--- src/sys_ctrl_pkg.sv ---
package sys_ctrl_pkg;

  // register map of the monitor bus
  localparam logic [2:0] REG_CTRL    = 3'd0;
  localparam logic [2:0] REG_STATUS  = 3'd1;
  localparam logic [2:0] REG_DIP     = 3'd2;
  localparam logic [2:0] REG_SYSCFG  = 3'd3;
  localparam logic [2:0] REG_SCRATCH = 3'd4;

  // control byte, boot_start and abort act as one-shot commands
  typedef struct packed {
    logic       boot_start;  // bit 7
    logic       abort;       // bit 6
    logic       eeprom_wp;   // bit 5
    logic [1:0] user_led;    // bits 4..3
    logic       por_force;   // bit 2
    logic       init_drive;  // bit 1, pull init low
    logic       prog;        // bit 0, hold program asserted
  } ctrl_fields_t;

  typedef union packed {
    logic [7:0]   raw;
    ctrl_fields_t ctl;
  } ctrl_word_u;

  // defaults for the top level parameters
  localparam int DEF_PROG_CYCLES = 4;
  localparam int DEF_CCLK_HALF   = 2;
  localparam int DEF_HB_BIT      = 5;

endpackage

--- src/cfg_if.sv ---
`timescale 1ns/1ns

// configuration pin bundle of the main FPGA
interface cfg_if;
  logic prog_n;    // program pin, active low
  logic init_low;  // pull init pin low
  logic din;       // serial data
  logic cclk;      // configuration clock
  logic busy;      // source is running a load

  modport src (
    output prog_n,
    output init_low,
    output din,
    output cclk,
    output busy
  );

  modport snk (
    input prog_n,
    input init_low,
    input din,
    input cclk,
    input busy
  );
endinterface

--- src/reg_bank.sv ---
`timescale 1ns/1ns

module reg_bank (
  input  logic       clk_master,
  input  logic       reset_mon,
  input  logic       bus_stb_i,
  input  logic       bus_we_i,
  input  logic [2:0] bus_adr_i,
  input  logic [7:0] bus_dat_i,
  output logic [7:0] bus_dat_o,
  output logic       bus_ack_o,
  input  logic [3:0] user_dip_i,
  input  logic [3:0] config_dip_i,
  input  logic [7:0] sys_config_i,
  input  logic       flash_busy_n_i,
  input  logic       cfg_init_n_i,
  input  logic       cfg_done_i,
  input  logic       busy_i,
  output logic       start_o,
  output logic       abort_o,
  output logic       eeprom_wp_o,
  output logic [1:0] user_led_o,
  output logic       por_force_o,
  cfg_if.src         cfg_reg
);

  sys_ctrl_pkg::ctrl_word_u ctrl_q;   // stored control bits
  sys_ctrl_pkg::ctrl_word_u wr_word;  // incoming byte split into fields
  logic [7:0] scratch_q;
  logic [7:0] rd_data;
  logic       access;                 // first sampled cycle of a strobe
  logic       wr_ctrl;
  logic       wr_scratch;

  assign access     = bus_stb_i & ~bus_ack_o;
  assign wr_ctrl    = access & bus_we_i & (bus_adr_i == sys_ctrl_pkg::REG_CTRL);
  assign wr_scratch = access & bus_we_i & (bus_adr_i == sys_ctrl_pkg::REG_SCRATCH);

  always_comb begin
    wr_word.raw = bus_dat_i;
  end

  // read mux, unmapped addresses give zero
  always_comb begin
    case (bus_adr_i)
      sys_ctrl_pkg::REG_CTRL:    rd_data = ctrl_q.raw;
      sys_ctrl_pkg::REG_STATUS:  rd_data = {4'b0000, ~flash_busy_n_i, busy_i,
                                            cfg_done_i, cfg_init_n_i};
      sys_ctrl_pkg::REG_DIP:     rd_data = {config_dip_i, user_dip_i};
      sys_ctrl_pkg::REG_SYSCFG:  rd_data = sys_config_i;
      sys_ctrl_pkg::REG_SCRATCH: rd_data = scratch_q;
      default:                   rd_data = 8'h00;
    endcase
  end

  always_ff @(posedge clk_master) begin
    if (reset_mon) begin
      ctrl_q.raw <= 8'h00;
      scratch_q  <= 8'h00;
      bus_ack_o  <= 1'b0;
      bus_dat_o  <= 8'h00;
      start_o    <= 1'b0;
      abort_o    <= 1'b0;
    end else begin
      bus_ack_o <= access;                       // ack one cycle after the strobe
      bus_dat_o <= (access & ~bus_we_i) ? rd_data : 8'h00;
      start_o   <= wr_ctrl & wr_word.ctl.boot_start;
      abort_o   <= wr_ctrl & wr_word.ctl.abort;
      if (wr_ctrl) begin
        // command bits are not kept, they read back as zero
        ctrl_q.ctl.prog       <= wr_word.ctl.prog;
        ctrl_q.ctl.init_drive <= wr_word.ctl.init_drive;
        ctrl_q.ctl.por_force  <= wr_word.ctl.por_force;
        ctrl_q.ctl.user_led   <= wr_word.ctl.user_led;
        ctrl_q.ctl.eeprom_wp  <= wr_word.ctl.eeprom_wp;
      end
      if (wr_scratch) begin
        scratch_q <= bus_dat_i;
      end
    end
  end

  assign eeprom_wp_o = user_dip_i[3] | ctrl_q.ctl.eeprom_wp;  // dip switch forces protect
  assign user_led_o  = ctrl_q.ctl.user_led;
  assign por_force_o = ctrl_q.ctl.por_force;

  // manual pin control when the loader is idle
  assign cfg_reg.prog_n   = ~ctrl_q.ctl.prog;
  assign cfg_reg.init_low = ctrl_q.ctl.init_drive;
  assign cfg_reg.din      = 1'b0;
  assign cfg_reg.cclk     = 1'b1;  // parked high
  assign cfg_reg.busy     = 1'b0;

  // single-cycle acknowledge per transfer
  ack_single: assert property (
    @(posedge clk_master) disable iff (reset_mon)
    bus_ack_o |=> !bus_ack_o
  );

endmodule

--- src/serial_loader.sv ---
`timescale 1ns/1ns

module serial_loader #(
  parameter int PROG_CYCLES = sys_ctrl_pkg::DEF_PROG_CYCLES,
  parameter int CCLK_HALF   = sys_ctrl_pkg::DEF_CCLK_HALF
) (
  input  logic       clk_master,
  input  logic       reset_mon,
  input  logic       start_i,
  input  logic       abort_i,
  input  logic [7:0] boot_data_i,
  input  logic       boot_strb_i,
  output logic       boot_rdy_o,
  input  logic       cfg_init_n_i,
  input  logic       cfg_done_i,
  cfg_if.src         cfg_ld
);

  localparam int CNT_MAX = (PROG_CYCLES > CCLK_HALF) ? PROG_CYCLES : CCLK_HALF;
  localparam int CNT_W   = $clog2(CNT_MAX + 1);
  localparam logic [CNT_W-1:0] PROG_LOAD = CNT_W'(PROG_CYCLES - 1);
  localparam logic [CNT_W-1:0] HALF_LOAD = CNT_W'(CCLK_HALF - 1);

  localparam logic [2:0] S_IDLE      = 3'd0;
  localparam logic [2:0] S_PROG      = 3'd1;
  localparam logic [2:0] S_INIT      = 3'd2;  // wait for init_n high
  localparam logic [2:0] S_BYTE_WAIT = 3'd3;
  localparam logic [2:0] S_SHIFT     = 3'd4;

  logic [2:0]       state_q;
  logic [CNT_W-1:0] cnt_q;     // program pulse and half period timer
  logic [2:0]       bit_q;     // bits left after the current one
  logic [7:0]       shift_q;
  logic             busy_q;
  logic             prog_n_q;
  logic             din_q;
  logic             cclk_q;
  logic             rdy_q;
  logic             cnt_zero;
  logic             load_byte;
  logic             next_bit;

  assign cnt_zero  = (cnt_q == '0);
  assign load_byte = (state_q == S_BYTE_WAIT) & boot_strb_i & ~cfg_done_i;
  assign next_bit  = (state_q == S_SHIFT) & cnt_zero & cclk_q & (bit_q != 3'd0);

  always_ff @(posedge clk_master) begin
    if (load_byte) begin
      shift_q <= boot_data_i;
    end else if (next_bit) begin
      shift_q <= {shift_q[6:0], 1'b0};  // msb first
    end
  end

  always_ff @(posedge clk_master) begin
    if (reset_mon) begin
      state_q  <= S_IDLE;
      cnt_q    <= '0;
      bit_q    <= 3'd0;
      busy_q   <= 1'b0;
      prog_n_q <= 1'b1;
      din_q    <= 1'b0;
      cclk_q   <= 1'b1;
      rdy_q    <= 1'b0;
    end else if (abort_i) begin
      state_q  <= S_IDLE;
      busy_q   <= 1'b0;
      prog_n_q <= 1'b1;
      cclk_q   <= 1'b1;
      rdy_q    <= 1'b0;
    end else begin
      case (state_q)
        S_IDLE: begin
          if (start_i) begin
            state_q  <= S_PROG;
            busy_q   <= 1'b1;
            prog_n_q <= 1'b0;
            cnt_q    <= PROG_LOAD;
          end
        end
        S_PROG: begin
          if (cnt_zero) begin
            prog_n_q <= 1'b1;
            state_q  <= S_INIT;
          end else begin
            cnt_q <= cnt_q - 1'b1;
          end
        end
        S_INIT: begin
          if (cfg_init_n_i) begin
            rdy_q   <= 1'b1;
            state_q <= S_BYTE_WAIT;
          end
        end
        S_BYTE_WAIT: begin
          if (cfg_done_i) begin
            state_q <= S_IDLE;
            busy_q  <= 1'b0;
            rdy_q   <= 1'b0;
          end else if (load_byte) begin
            rdy_q   <= 1'b0;
            cclk_q  <= 1'b0;
            din_q   <= boot_data_i[7];
            bit_q   <= 3'd7;
            cnt_q   <= HALF_LOAD;
            state_q <= S_SHIFT;
          end
        end
        S_SHIFT: begin
          if (!cnt_zero) begin
            cnt_q <= cnt_q - 1'b1;
          end else if (!cclk_q) begin
            cclk_q <= 1'b1;   // rising edge, device samples din
            cnt_q  <= HALF_LOAD;
          end else if (next_bit) begin
            cclk_q <= 1'b0;
            din_q  <= shift_q[6];
            bit_q  <= bit_q - 1'b1;
            cnt_q  <= HALF_LOAD;
          end else if (cfg_done_i) begin
            state_q <= S_IDLE;
            busy_q  <= 1'b0;
          end else begin
            rdy_q   <= 1'b1;  // byte boundary
            state_q <= S_BYTE_WAIT;
          end
        end
        default: state_q <= S_IDLE;
      endcase
    end
  end

  assign boot_rdy_o      = rdy_q;
  assign cfg_ld.prog_n   = prog_n_q;
  assign cfg_ld.init_low = 1'b0;     // loader only watches init
  assign cfg_ld.din      = din_q;
  assign cfg_ld.cclk     = cclk_q;
  assign cfg_ld.busy     = busy_q;

  cclk_idle_high: assert property (
    @(posedge clk_master) disable iff (reset_mon)
    !busy_q |-> cclk_q
  );

endmodule

--- src/cfg_combiner.sv ---
`timescale 1ns/1ns

module cfg_combiner #(
  parameter int HB_BIT = sys_ctrl_pkg::DEF_HB_BIT
) (
  input  logic       clk_master,
  input  logic       reset_mon,
  cfg_if.snk         cfg_ld,
  cfg_if.snk         cfg_reg,
  input  logic       por_force_i,
  input  logic [1:0] user_led_i,
  output logic       cfg_prog_n_o,
  output logic       cfg_init_low_o,
  output logic       cfg_din_o,
  output logic       cfg_cclk_o,
  output logic       por_force_n_o,
  output logic [1:0] sys_led_n_o,
  output logic [1:0] user_led_n_o
);

  logic            ld_sel;     // loader owns the pins
  logic            any_busy;
  logic            por_prev_q;
  logic [HB_BIT:0] hb_cnt_q;   // heartbeat

  assign ld_sel   = cfg_ld.busy;
  assign any_busy = cfg_ld.busy | cfg_reg.busy;

  // pin mux, registered
  always_ff @(posedge clk_master) begin
    if (reset_mon) begin
      cfg_prog_n_o   <= 1'b1;
      cfg_init_low_o <= 1'b0;
      cfg_din_o      <= 1'b0;
      cfg_cclk_o     <= 1'b1;
    end else if (ld_sel) begin
      cfg_prog_n_o   <= cfg_ld.prog_n;
      cfg_init_low_o <= cfg_ld.init_low;
      cfg_din_o      <= cfg_ld.din;
      cfg_cclk_o     <= cfg_ld.cclk;
    end else begin
      cfg_prog_n_o   <= cfg_reg.prog_n;
      cfg_init_low_o <= cfg_reg.init_low;
      cfg_din_o      <= cfg_reg.din;
      cfg_cclk_o     <= cfg_reg.cclk;
    end
  end

  // reset force is sticky until the next monitor reset
  always_ff @(posedge clk_master) begin
    if (reset_mon) begin
      por_prev_q    <= 1'b0;
      por_force_n_o <= 1'b1;
    end else begin
      por_prev_q <= por_force_i;
      if (por_force_i && !por_prev_q) begin
        por_force_n_o <= 1'b0;
      end
    end
  end

  always_ff @(posedge clk_master) begin
    if (reset_mon) begin
      hb_cnt_q     <= '0;
      sys_led_n_o  <= 2'b11;
      user_led_n_o <= 2'b11;
    end else begin
      hb_cnt_q     <= hb_cnt_q + 1'b1;
      sys_led_n_o  <= {~any_busy, hb_cnt_q[HB_BIT]};
      user_led_n_o <= {~(user_led_i[1] | any_busy), ~user_led_i[0]};  // leds are active low
    end
  end

  // loader clock reaches the pin unchanged, one register later
  cclk_follows_loader: assert property (
    @(posedge clk_master) disable iff (reset_mon)
    $past(cfg_ld.busy) |-> (cfg_cclk_o == $past(cfg_ld.cclk))
  );

endmodule

--- src/sys_ctrl_top.sv ---
`timescale 1ns/1ns

module sys_ctrl_top #(
  parameter int PROG_CYCLES = sys_ctrl_pkg::DEF_PROG_CYCLES,
  parameter int CCLK_HALF   = sys_ctrl_pkg::DEF_CCLK_HALF,
  parameter int HB_BIT      = sys_ctrl_pkg::DEF_HB_BIT
) (
  input  logic       clk_master,
  input  logic       reset_mon,
  input  logic       bus_stb_i,
  input  logic       bus_we_i,
  input  logic [2:0] bus_adr_i,
  input  logic [7:0] bus_dat_i,
  output logic [7:0] bus_dat_o,
  output logic       bus_ack_o,
  input  logic [7:0] boot_data_i,
  input  logic       boot_strb_i,
  output logic       boot_rdy_o,
  output logic       cfg_prog_n_o,
  output logic       cfg_init_low_o,
  output logic       cfg_din_o,
  output logic       cfg_cclk_o,
  input  logic       cfg_init_n_i,
  input  logic       cfg_done_i,
  input  logic [3:0] user_dip_i,
  input  logic [3:0] config_dip_i,
  input  logic [7:0] sys_config_i,
  input  logic       flash_busy_n_i,
  output logic       por_force_n_o,
  output logic       eeprom_wp_o,
  output logic [1:0] sys_led_n_o,
  output logic [1:0] user_led_n_o
);

  cfg_if cfg_ld ();   // driven by the serial loader
  cfg_if cfg_reg ();  // driven by the control register

  logic       ld_start;
  logic       ld_abort;
  logic       por_force;
  logic [1:0] user_led;

  reg_bank i_reg_bank (
    .clk_master, .reset_mon,
    .bus_stb_i, .bus_we_i, .bus_adr_i, .bus_dat_i, .bus_dat_o, .bus_ack_o,
    .user_dip_i, .config_dip_i, .sys_config_i, .flash_busy_n_i,
    .cfg_init_n_i, .cfg_done_i,
    .busy_i(cfg_ld.busy), .start_o(ld_start), .abort_o(ld_abort),
    .eeprom_wp_o, .user_led_o(user_led), .por_force_o(por_force),
    .cfg_reg(cfg_reg)
  );

  serial_loader #(.PROG_CYCLES(PROG_CYCLES), .CCLK_HALF(CCLK_HALF)) i_serial_loader (
    .clk_master, .reset_mon,
    .start_i(ld_start), .abort_i(ld_abort),
    .boot_data_i, .boot_strb_i, .boot_rdy_o,
    .cfg_init_n_i, .cfg_done_i,
    .cfg_ld(cfg_ld)
  );

  cfg_combiner #(.HB_BIT(HB_BIT)) i_cfg_combiner (
    .clk_master, .reset_mon,
    .cfg_ld(cfg_ld), .cfg_reg(cfg_reg),
    .por_force_i(por_force), .user_led_i(user_led),
    .cfg_prog_n_o, .cfg_init_low_o, .cfg_din_o, .cfg_cclk_o,
    .por_force_n_o, .sys_led_n_o, .user_led_n_o
  );

endmodule

--- config.mk ---
export PLATFORM = sky130hd
export DESIGN_NAME = sys_ctrl_top
export DESIGN_NICKNAME = d
export VERILOG_FILES = /design/src/sys_ctrl_pkg.sv /design/src/cfg_if.sv /design/src/reg_bank.sv /design/src/serial_loader.sv /design/src/cfg_combiner.sv /design/src/sys_ctrl_top.sv
export SDC_FILE = /design/constraint.sdc
export NUM_CORES = 1
export LEC_CHECK = 0
export ABC_AREA = 1
export BUFFER_PORTS_ARGS = -buffer_cell sky130_fd_sc_hd__buf_2
export CAP_MARGIN = 0
export CORE_MARGIN = 4
export CORE_UTILIZATION = 45
export CTS_CLUSTER_SIZE = 25
export DETAILED_ROUTE_END_ITERATION = 10
export GPL_TIMING_DRIVEN = 0
export HOLD_SLACK_MARGIN = 0.1
export PLACE_DENSITY = 0.76
export SETUP_SLACK_MARGIN = 0.4
export SLEW_MARGIN = 20
export SYNTH_ARGS = -nofsm -noshare
export SYNTH_HDL_FRONTEND = slang
export SYNTH_SLANG_ARGS = --single-unit
--- constraint.sdc ---
create_clock -name clk_master -period 2.4 [get_ports clk_master]
set_clock_uncertainty 0.1 [all_clocks]
set_input_delay 0.36 -clock clk_master [delete_from_list [all_inputs] [get_ports clk_master]]
set_output_delay 0.36 -clock clk_master [all_outputs]
set_load 0.03 [all_outputs]
== Word level (Yosys, flattened, before mapping) ==
Cells that the tools add are included.

* Output and inout bits: 20
* Memories: 0
* Logic and storage cells: 151
* ROM bits: 0
* Register bits after elaboration: 62
* Bits in latches: 0
* Bits in writable memories: 0
* Input bits: 43

* Div/mod/pow operators: 0
* Multipliers: 0
* Equal/unequal tests: 21
* $lt $le $gt $ge: 0
* Add/sub/neg operators: 3
* Shifts and indexed selects: 0
* Muxes and demuxes: 56
* Bitwise gates (word level): 24
* Reductions and logical operators: 23

{| class="wikitable"
|+ Operators with widths
! cell !! number
|-
| $mux W3 || 20
|-
| $pmux W8 S5 || 1
|-
| $reduce_and A7 Y1 || 4
|-
| $mux W1 || 24
|-
| $pmux W3 S5 || 1
|-
| $mux W7 || 2
|-
| $and A1 B1 Y1 || 12
|-
| $eq A3 B2 Y1 const B || 4
|-
| $ne A2 B2 Y1 const B || 6
|-
| $pmux W3 S4 || 1
|-
| $ne A2 B1 Y1 const B || 5
|-
| $not A1 Y1 || 10
|-
| $logic_not A3 Y1 || 3
|-
| $reduce_bool A3 Y1 || 3
|-
| $reduce_or A2 Y1 || 4
|-
| $add A6 B1 Y6 const B || 1
|-
| $eq A3 B1 Y1 const B || 2
|-
| $eq A3 B3 Y1 const B || 2
|-
| $pmux W1 S2 || 3
|-
| $pmux W1 S3 || 2
|-
| $pmux W3 S2 || 1
|-
| $reduce_bool A2 Y1 || 3
|-
| $sub A3 B1 Y3 const B || 2
|-
| $reduce_and A5 Y1 || 1
|-
| other kinds (9) || 10
|}

== Logic depth before layout (Yosys ltp) ==
Gate-level depths: netlist of run 1.

* Word-level depth: 8
* Depth in mapped cells: 11
* Gate-level depth less buffers: 10

== Hierarchy ==
From an unflattened synthesis of run 1, not the netlist that was laid out.

* Cell total of the unflattened synthesis: 440
* Area, all modules: 3219.3 um2

{| class="wikitable"
|+ Modules (own cells, without submodules)
! module !! area each (um2) !! sequential area each (um2) !! instances !! cells an instance
|-
| reg_bank || 1343.8 || 500.5 || 1 || 176
|-
| serial_loader || 1335.0 || 490.5 || 1 || 200
|-
| cfg_combiner || 540.5 || 320.3 || 1 || 64
|}

== Worst setup path after synthesis of run 1 ==
OpenSTA, ideal clock, no wires.

* Path kind: reg2reg
* From: register i_serial_loader.state_q[0]
* To: register i_serial_loader.shift_q[0], enable pin
* Setup time: 323 ps
* Arrival: 1145 ps
* Period minus slack after synthesis: 1568 ps
* Slack: 832 ps
* Buffers on the path: 1
* Cell stages (with the launch flop): 7
* Data required time: 1977 ps
* Cell sequence: dfxtp_1 > buf_2 > nor2_1 > nand2_2 > nor2_1 > nand2_1 > nand2_1

* Cells in the longest elaborated chain, start to end: 5
* Elaborated cells on any way between the ends: 8
* Those cells by class: eq/ne: 2; bitwise: 5; reduce/logical: 1

{| class="wikitable"
|+ RTL lines
! item !! RTL line !! source
|-
| start: declaration || serial_loader.sv:30 || <nowiki>logic [2:0] state_q;</nowiki>
|-
| start signal: assignment || serial_loader.sv:57 || <nowiki>state_q <= S_IDLE;</nowiki>
|-
| start signal: assignment || serial_loader.sv:66 || <nowiki>state_q <= S_IDLE;</nowiki>
|-
| start signal: assignment || serial_loader.sv:75 || <nowiki>state_q <= S_PROG;</nowiki>
|-
| $eq A3 B3 Y1 || serial_loader.sv:45 || <nowiki>assign next_bit = (state_q == S_SHIFT) & cnt_zero & cclk_q & (bit_q != 3'd0);</nowiki>
|-
| $and A1 B1 Y1 (3 in series) || serial_loader.sv:45 ||
|-
| $reduce_bool A2 Y1 (no source line) (*) || - ||
|-
| end signal: assignment || serial_loader.sv:49 || <nowiki>shift_q <= boot_data_i;</nowiki>
|-
| end signal: assignment || serial_loader.sv:51 || <nowiki>shift_q <= {shift_q[6:0], 1'b0};</nowiki>
|-
| end: declaration || serial_loader.sv:33 || <nowiki>logic [7:0] shift_q;</nowiki>
|}

Every way passes the cells marked *; elsewhere a longest branch is shown, timed or not.
A chain may end at the register's enable or synchronous reset.

== Final worst setup path of run 1 ==
* From: register i_serial_loader.state_q[0]
* To: register i_serial_loader.shift_q[4], enable pin

The elaborated chain is that of the path after synthesis.

==> impl_metrics.env, run 1 <==
export IMPL_fillCellCount=572
export IMPL_std_cell_rows=28
export IMPL_holdPathEnd="i_reg_bank.abort_o$_SDFF_PP0_"
export IMPL_min_path_type="in2reg"
export IMPL_drc=0
export IMPL_path_depth=6
export IMPL_syn_inst=375
export IMPL_p_sw_share_pct=33.8
export IMPL_drv_cap=0
export IMPL_vias=2676
export IMPL_r2r_end="i_serial_loader.shift_q[4]$_DFFE_PP_"
export IMPL_cts_hold_fix_buffers=0
export IMPL_synth_area_leader_cell="dfxtp_1"
export IMPL_nets=496
export IMPL_seq_area_um2=1310
export IMPL_relSlewSlack_pct=44.6
export IMPL_dp_slack_ns=0.420
export IMPL_cellLeakagePower_nw=1.55
export IMPL_cts_tree="built"
export IMPL_portBuffers=62
export IMPL_die_w_um=86.4
export IMPL_core_um2=5960
export IMPL_r2r_cells=6
export IMPL_cts_buffers_inserted=9
export IMPL_syn_area_per_cell_um2=7.37
export IMPL_worstPathRequired_ns=2.33
export IMPL_worst_path_buf_inv=1
export IMPL_synth_area_leaders="dfxtp_1 (40%), nand2_1 (13%), nor2_1 (10%)"
export IMPL_outcome="finished clean"
export IMPL_synthArstFlopShare_pct=0
export IMPL_final_setup_tns_ns=0
export IMPL_hold_viol_final=0
export IMPL_final_cell_mix="nand2_1 (92), nor2_1 (74), buf_2 (64), dfxtp_1 (55), inv_1 (37)"
export IMPL_clockRootBuffer="clkbuf_8"
export IMPL_die_h_um=86.4
export IMPL_seq_power_share_pct=40.9
export IMPL_reg2reg_slack_ns=0.60
export IMPL_clock_power_share_pct=30.5
export IMPL_fin_crit_ns=1.80
export IMPL_min_path_cells=3
export IMPL_grt_max_degree=11
export IMPL_finalCritPeriodShare_pct=74.9
export IMPL_path_cells="buf_2 > nor2_1 > nand2_2 > nor2_1 > nand2_1 > nand2_2"
export IMPL_post_route_util_pct=56.4
export IMPL_globalplace_congestion=0.908
export IMPL_antenna_found_initial=0
export IMPL_crit_type="reg2reg"
export IMPL_grt_setup_unrepaired="no"
export IMPL_reg2reg_from="i_serial_loader.state_q[0]$_SDFFE_PP0P_"
export IMPL_hp_start="bus_dat_i[6]"
export IMPL_drt_total_wl_um=6700
export IMPL_overflow=0
export IMPL_drt_pass1_iterations=5
export IMPL_drt_initial_drc_count=198
export IMPL_via_per_inst=5.10
export IMPL_synth_edf_count=7
export IMPL_slew_viol_final=0
export IMPL_cts_setup_buffers=0
export IMPL_grt_pass1_wl_um=11100
export IMPL_ys_seq_elements=62
export IMPL_clkTransAtPathRegs_ns=0.07
export IMPL_final_layout_size_suffix_gt1_share_pct=21.3
export IMPL_clock_sinks=62
export IMPL_yosysWarnings=0
export IMPL_synth_fp_nets=423
export IMPL_ys_seq_area_share_pct=47.4
export IMPL_cts_resized=0
export IMPL_cp_max_fo=9
export IMPL_total_power_mw=2.92
export IMPL_fin_ws_ns=0.602
export IMPL_ys_types=34
export IMPL_p_switching_uw=989
export IMPL_cp_start_kind="register"
export IMPL_initial_core_util_pct=46.4
export IMPL_h_tree_depth=3
export IMPL_diodes=0
export IMPL_ios=63
export IMPL_clkLatencyLatePin_ns=0.34
export IMPL_synth_area_um2=2760
export IMPL_worstMarginPinSlew_ns=0.825
export IMPL_slowest_stage="dfxtp_1"
export IMPL_critical_path_max_stage_delay_ns=0.30
export IMPL_area_delta_synth_final_pct=21.6
export IMPL_combinationalPowerShare_pct=28.6
export IMPL_multi_input_comb_area_um2=1270
export IMPL_layout_commonest_cell="nand2_1"
export IMPL_p_int_mw=1.93
export IMPL_setup_violations=0
export IMPL_clock_path_buffers=2
export IMPL_grt_pass1_vias=2544
export IMPL_synth_ff_type="dfxtp_1"
export IMPL_die_area_um2=7460
export IMPL_ant_nets=0
export IMPL_yosys_area_top_type_share_pct=39.8
export IMPL_peakVddDrop_v=0.000445
export IMPL_grt_usage_pct=19.2
export IMPL_dp_hpwl_um=4900
export IMPL_wl_per_cell_um=12.8
export IMPL_clock_fmax_mhz=556
export IMPL_cp_data_arrival_time_ns=1.73
export IMPL_power_per_cell_area_nw_per_um2=869
export IMPL_critPathCaptureType="register"
export IMPL_crit_family="simple AND/OR/NAND/NOR gates"
## layout make-up
| class | instances | share of cell area (%) |
|---|---|---|
| sequential | 62 | 39.0 |
| multi-input combinational | 267 | 37.9 |
| timing repair buffer | 62 | 9.23 |
| clock buffer | 13 | 5.66 |
| inverter | 39 | 4.36 |
| tap | 75 | 2.79 |
| buffer | 7 | 1.08 |
## worst max path at each step
stage	start	endpoint	slack (ns)
3_5_place_dp	bus_adr_i[1]	i_reg_bank.scratch_q[7]$_SDFFE_PP0P_	0.42
4_1_cts	i_serial_loader.state_q[0]$_SDFFE_PP0P_	i_serial_loader.shift_q[2]$_DFFE_PP_	0.53
3_3_place_gp	bus_adr_i[1]	i_reg_bank.scratch_q[0]$_SDFFE_PP0P_	0.45
2_1_floorplan	i_serial_loader.state_q[0]$_SDFFE_PP0P_	i_serial_loader.shift_q[0]$_SDFFCE_PN0P_	0.83
6_report	i_serial_loader.state_q[0]$_SDFFE_PP0P_	i_serial_loader.shift_q[4]$_DFFE_PP_	0.60
5_1_grt	i_serial_loader.state_q[0]$_SDFFE_PP0P_	i_serial_loader.shift_q[5]$_DFFE_PP_	0.44
## synth_stat cells, types with 2 or more instances
library cell,count
nor2_2,5
nand3b_1,2
nand4_1,2
edfxtp_1,7
a41oi_1,4
nor2_1,74
a31oi_1,3
buf_2,2
or2_2,2
nand3_1,22
nor3_1,6
mux2_2,6
clkbuf_1,3
nand2_1,93
ha_1,5
o21ai_0,20
dfxtp_1,55
a21oi_1,12
inv_1,37
## tightest hold or removal path, cell delays in order
cell,delay (ns)
buf_2,0.11
nand2_1,0.05
nor2_1,0.04
## sequential cells by signal, summed over array words and instances, names as in the netlist, 2 cells and up
name and cells:
i_reg_bank.bus_dat_o 8, i_reg_bank.scratch_q 8, i_serial_loader.shift_q 7, i_cfg_combiner.hb_cnt_q 6, i_reg_bank.ctrl_q 6, i_serial_loader.bit_q 3
i_serial_loader.cnt_q 3, i_serial_loader.state_q 3, i_cfg_combiner.sys_led_n_o 2, i_cfg_combiner.user_led_n_o 2
## power by group through the flow
| stage | logic (mW) | clock network, mW | registers (mW) |
|---|---|---|---|
| after floorplan | 0.599 | 0 | 1.24 |
| after global placement | 0.804 | 0 | 1.21 |
| after detailed placement | 0.818 | 0 | 1.22 |
| after CTS | 0.828 | 0.902 | 1.20 |
| after global routing | 0.957 | 0.958 | 1.21 |
| final | 0.835 | 0.891 | 1.20 |
## logic make-up (layout without fill, tap and decap cells)
family | after synthesis | after routing | share of synthesized area, %
fa+ha+maj | 5 | 5 | 2.26
mux | 6 | 6 | 2.44
flops | 62 | 62 | 47.4
xor+xnor | 1 | 1 | 0.317
buf+inv | 46 | 121 | 6.61
compound gates | 45 | 45 | 9.37
simple gates | 210 | 210 | 31.6
## through the flow
| step | hold WS [ns] | area, um2 | cells |
|---|---|---|---|
| 2_1_floorplan | 0.276 | 2760 | 375 |
| 3_3_place_gp | 0.303 | 3170 | 512 |
| 3_5_place_dp | 0.306 | 3170 | 512 |
| 4_1_cts | 0.151 | 3360 | 525 |
| 5_1_grt | 0.160 | 3360 | 525 |
| 6_report | 0.158 | 3360 | 525 |
## metal layers
layer	vias to the layer above	part of all wire [%]	GRT usage, %	wire, um
met5	-	0	0	0
met4	0	1.7	8.36	115
met3	11	5.8	5.23	389
met2	86	49	31.6	3320
met1	1226	43	23.5	2880
li1	1353	-	-	-
No activity file was read; power rests on OpenSTA's default activity.
==> run 2, diff against run 1 <==
==> constraint.sdc (replaced) <==
create_clock -name clk_master -period 1.7 [get_ports clk_master]
set_clock_uncertainty 0.1 [all_clocks]
set_input_delay 0.255 -clock clk_master [delete_from_list [all_inputs] [get_ports clk_master]]
set_output_delay 0.255 -clock clk_master [all_outputs]
set_load 0.03 [all_outputs]
==> impl_metrics.env, run 2 (synthesis results as in run 1) <==
export IMPL_crit_type="reg2reg"
export IMPL_drt_initial_drc_count=268
export IMPL_antenna_found_initial=0
export IMPL_clkTransAtPathRegs_ns=0.07
export IMPL_slowest_stage="dfxtp_2"
export IMPL_portBuffers=62
export IMPL_grt_setup_unrepaired="yes"
export IMPL_cp_start_kind="register"
export IMPL_fin_crit_ns=1.56
export IMPL_setup_violations=0
export IMPL_ant_nets=0
export IMPL_clock_power_share_pct=25.3
export IMPL_via_per_inst=5.23
export IMPL_final_setup_tns_ns=0
export IMPL_nets=537
export IMPL_total_power_mw=4.81
export IMPL_min_path_type="in2reg"
export IMPL_grt_pass1_wl_um=12800
export IMPL_drc=0
export IMPL_clkLatencyLatePin_ns=0.33
export IMPL_die_area_um2=7460
export IMPL_final_layout_size_suffix_gt1_share_pct=37.7
export IMPL_overflow=0
export IMPL_dp_slack_ns=0.0495
export IMPL_drt_total_wl_um=8240
export IMPL_post_route_util_pct=68.6
export IMPL_critical_path_max_stage_delay_ns=0.32
export IMPL_outcome="finished clean"
export IMPL_final_cell_mix="nand2_1 (76), nor2_1 (64), buf_2 (61), dfxtp_1 (47), inv_1 (28)"
export IMPL_reg_top3="i_reg_bank.bus_dat_o (8), i_reg_bank.scratch_q (8), i_serial_loader.shift_q (7)"
export IMPL_ios=63
export IMPL_finalCritPeriodShare_pct=91.8
export IMPL_vias=2975
export IMPL_worstPathRequired_ns=1.86
export IMPL_initial_core_util_pct=46.4
export IMPL_hold_viol_final=0
export IMPL_power_per_cell_area_nw_per_um2=1180
export IMPL_r2r_cells=10
export IMPL_drv_cap=0
export IMPL_crit_family="simple AND/OR/NAND/NOR gates"
export IMPL_layout_commonest_cell="nand2_1"
export IMPL_reg2reg_from="i_serial_loader.state_q[0]$_SDFFE_PP0P_"
export IMPL_diodes=0
export IMPL_hp_start="boot_data_i[0]"
export IMPL_std_cell_rows=28
export IMPL_reg2reg_slack_ns=0.14
export IMPL_globalplace_congestion=0.886
export IMPL_clockRootBuffer="clkbuf_8"
export IMPL_cellLeakagePower_nw=1.86
export IMPL_worst_path_buf_inv=3
export IMPL_die_w_um=86.4
export IMPL_die_h_um=86.4
export IMPL_holdPathEnd="i_serial_loader.shift_q[0]$_SDFFCE_PN0P_"
export IMPL_crit_top_cell="buf_6"
export IMPL_grt_max_degree=11
export IMPL_p_int_mw=3.02
export IMPL_path_cells="buf_6 > nand2_4 > nor2_4 > buf_6 > nand3b_1 > inv_2 > nor2_2 > nand2_2 > nand2_1 > a21oi_1"
export IMPL_grt_usage_pct=21.5
export IMPL_worstMarginPinSlew_ns=0.544
export IMPL_cp_max_fo=6
export IMPL_area_delta_synth_final_pct=47.9
export IMPL_cp_data_arrival_time_ns=1.72
export IMPL_fin_ws_ns=0.139
export IMPL_clock_path_buffers=2
export IMPL_clock_fmax_mhz=641
export IMPL_wl_per_cell_um=14.5
export IMPL_h_tree_depth=3
export IMPL_drt_pass1_iterations=5
export IMPL_seq_power_share_pct=35.8
export IMPL_p_sw_share_pct=37.1
export IMPL_grt_pass1_vias=2818
export IMPL_slew_viol_final=0
export IMPL_core_um2=5960
export IMPL_combinationalPowerShare_pct=38.8
export IMPL_hold_ws_ns=0.117
export IMPL_cts_tree="built"
export IMPL_clock_sinks=62
export IMPL_p_switching_mw=1.78
export IMPL_dp_hpwl_um=4970
export IMPL_relSlewSlack_pct=63.5
export IMPL_peakVddDrop_v=0.000871
export IMPL_min_path_cells=3
export IMPL_r2r_end="i_serial_loader.state_q[2]$_SDFFE_PP0P_"
export IMPL_critPathCaptureType="register"
export IMPL_cts_buffers_inserted=9
[run 2: changes by cell type in the layout (fill, tap and decap cells not counted), moves of 9 or more]
cell / before / now
dlygate4sd3_1: 0 / 12
nand2_1: 92 / 76
buf_6: 1 / 11
nor2_4: 1 / 12
inv_1: 37 / 28
nor2_1: 74 / 64
buf_4: 0 / 20
[run 2: repair_timing]
item                                    4_1_cts  5_1_grt
setup buffers                                20        7
hold buffers                                 13        0
hold endpoints to repair                     17        0
pin swaps                                    17       25
gates cloned                                  1        0
resized for setup                            39       36
endpoints found under the setup margin       43       51
[run 2: worst max-delay path by stage]
| stage | slack, ns | depth (start not counted) | startpoint | to |
|---|---|---|---|---|
| global route | 0.06 | 10 | i_serial_loader.state_q[0]$_SDFFE_PP0P_ | i_serial_loader.state_q[2]$_SDFFE_PP0P_ |
| finish | 0.14 | 10 | i_serial_loader.state_q[0]$_SDFFE_PP0P_ | i_serial_loader.state_q[2]$_SDFFE_PP0P_ |
| detailed placement | 0.05 | 9 | bus_adr_i[1] | i_reg_bank.scratch_q[3]$_SDFFE_PP0P_ |
| CTS | 0.21 | 6 | i_serial_loader.state_q[0]$_SDFFE_PP0P_ | i_serial_loader.shift_q[2]$_DFFE_PP_ |
| floorplan | 0.24 | 6 | i_serial_loader.state_q[0]$_SDFFE_PP0P_ | i_serial_loader.shift_q[1]$_DFFE_PP_ |
| global placement | 0.1 | 9 | bus_adr_i[1] | i_reg_bank.scratch_q[3]$_SDFFE_PP0P_ |
[run 2: power by group through the flow]
stage | clock network, mW | registers (mW) | logic (mW)
2_1_floorplan | 0 | 1.78 | 1.01
3_3_place_gp | 0 | 1.74 | 1.32
3_5_place_dp | 0 | 1.75 | 1.33
4_1_cts | 1.22 | 1.72 | 1.64
5_1_grt | 1.30 | 1.73 | 2.04
6_report | 1.22 | 1.72 | 1.87
[run 2: metal layers]
layer  part of all wire, %  wire length (um)  vias up  GRT usage, %
met1                    40              3290     1355          27.4
met2                    50              4110      147          35.5
li1                      -                 -     1450             -
met5                     0                 0        -             0
met4                   2.1               175        0          7.79
met3                   8.0               663       23          4.94
[run 2: cell type report]
cell class / count / area [um2]
timing repair buffer: 103 / 698
buffer: 7 / 48.8
clock inverter: 3 / 17.5
sequential: 62 / 1320
multi-input combinational: 267 / 1580
inverter: 39 / 154
tap: 75 / 93.8
clock buffer: 13 / 169
fill: 475 / 1870
[run 2: metrics by stage]
step / instance area, um2 / cells
final: 4090 / 569
after CTS: 3910 / 562
after detailed placement: 3300 / 512
after global placement: 3300 / 512
after global routing: 4090 / 569
after floorplan: 2900 / 375
[run 2: tightest hold or removal path, cell delays in order]
cell and delay, ns:
buf_2 0.07, inv_1 0.05, nor2_4 0.06
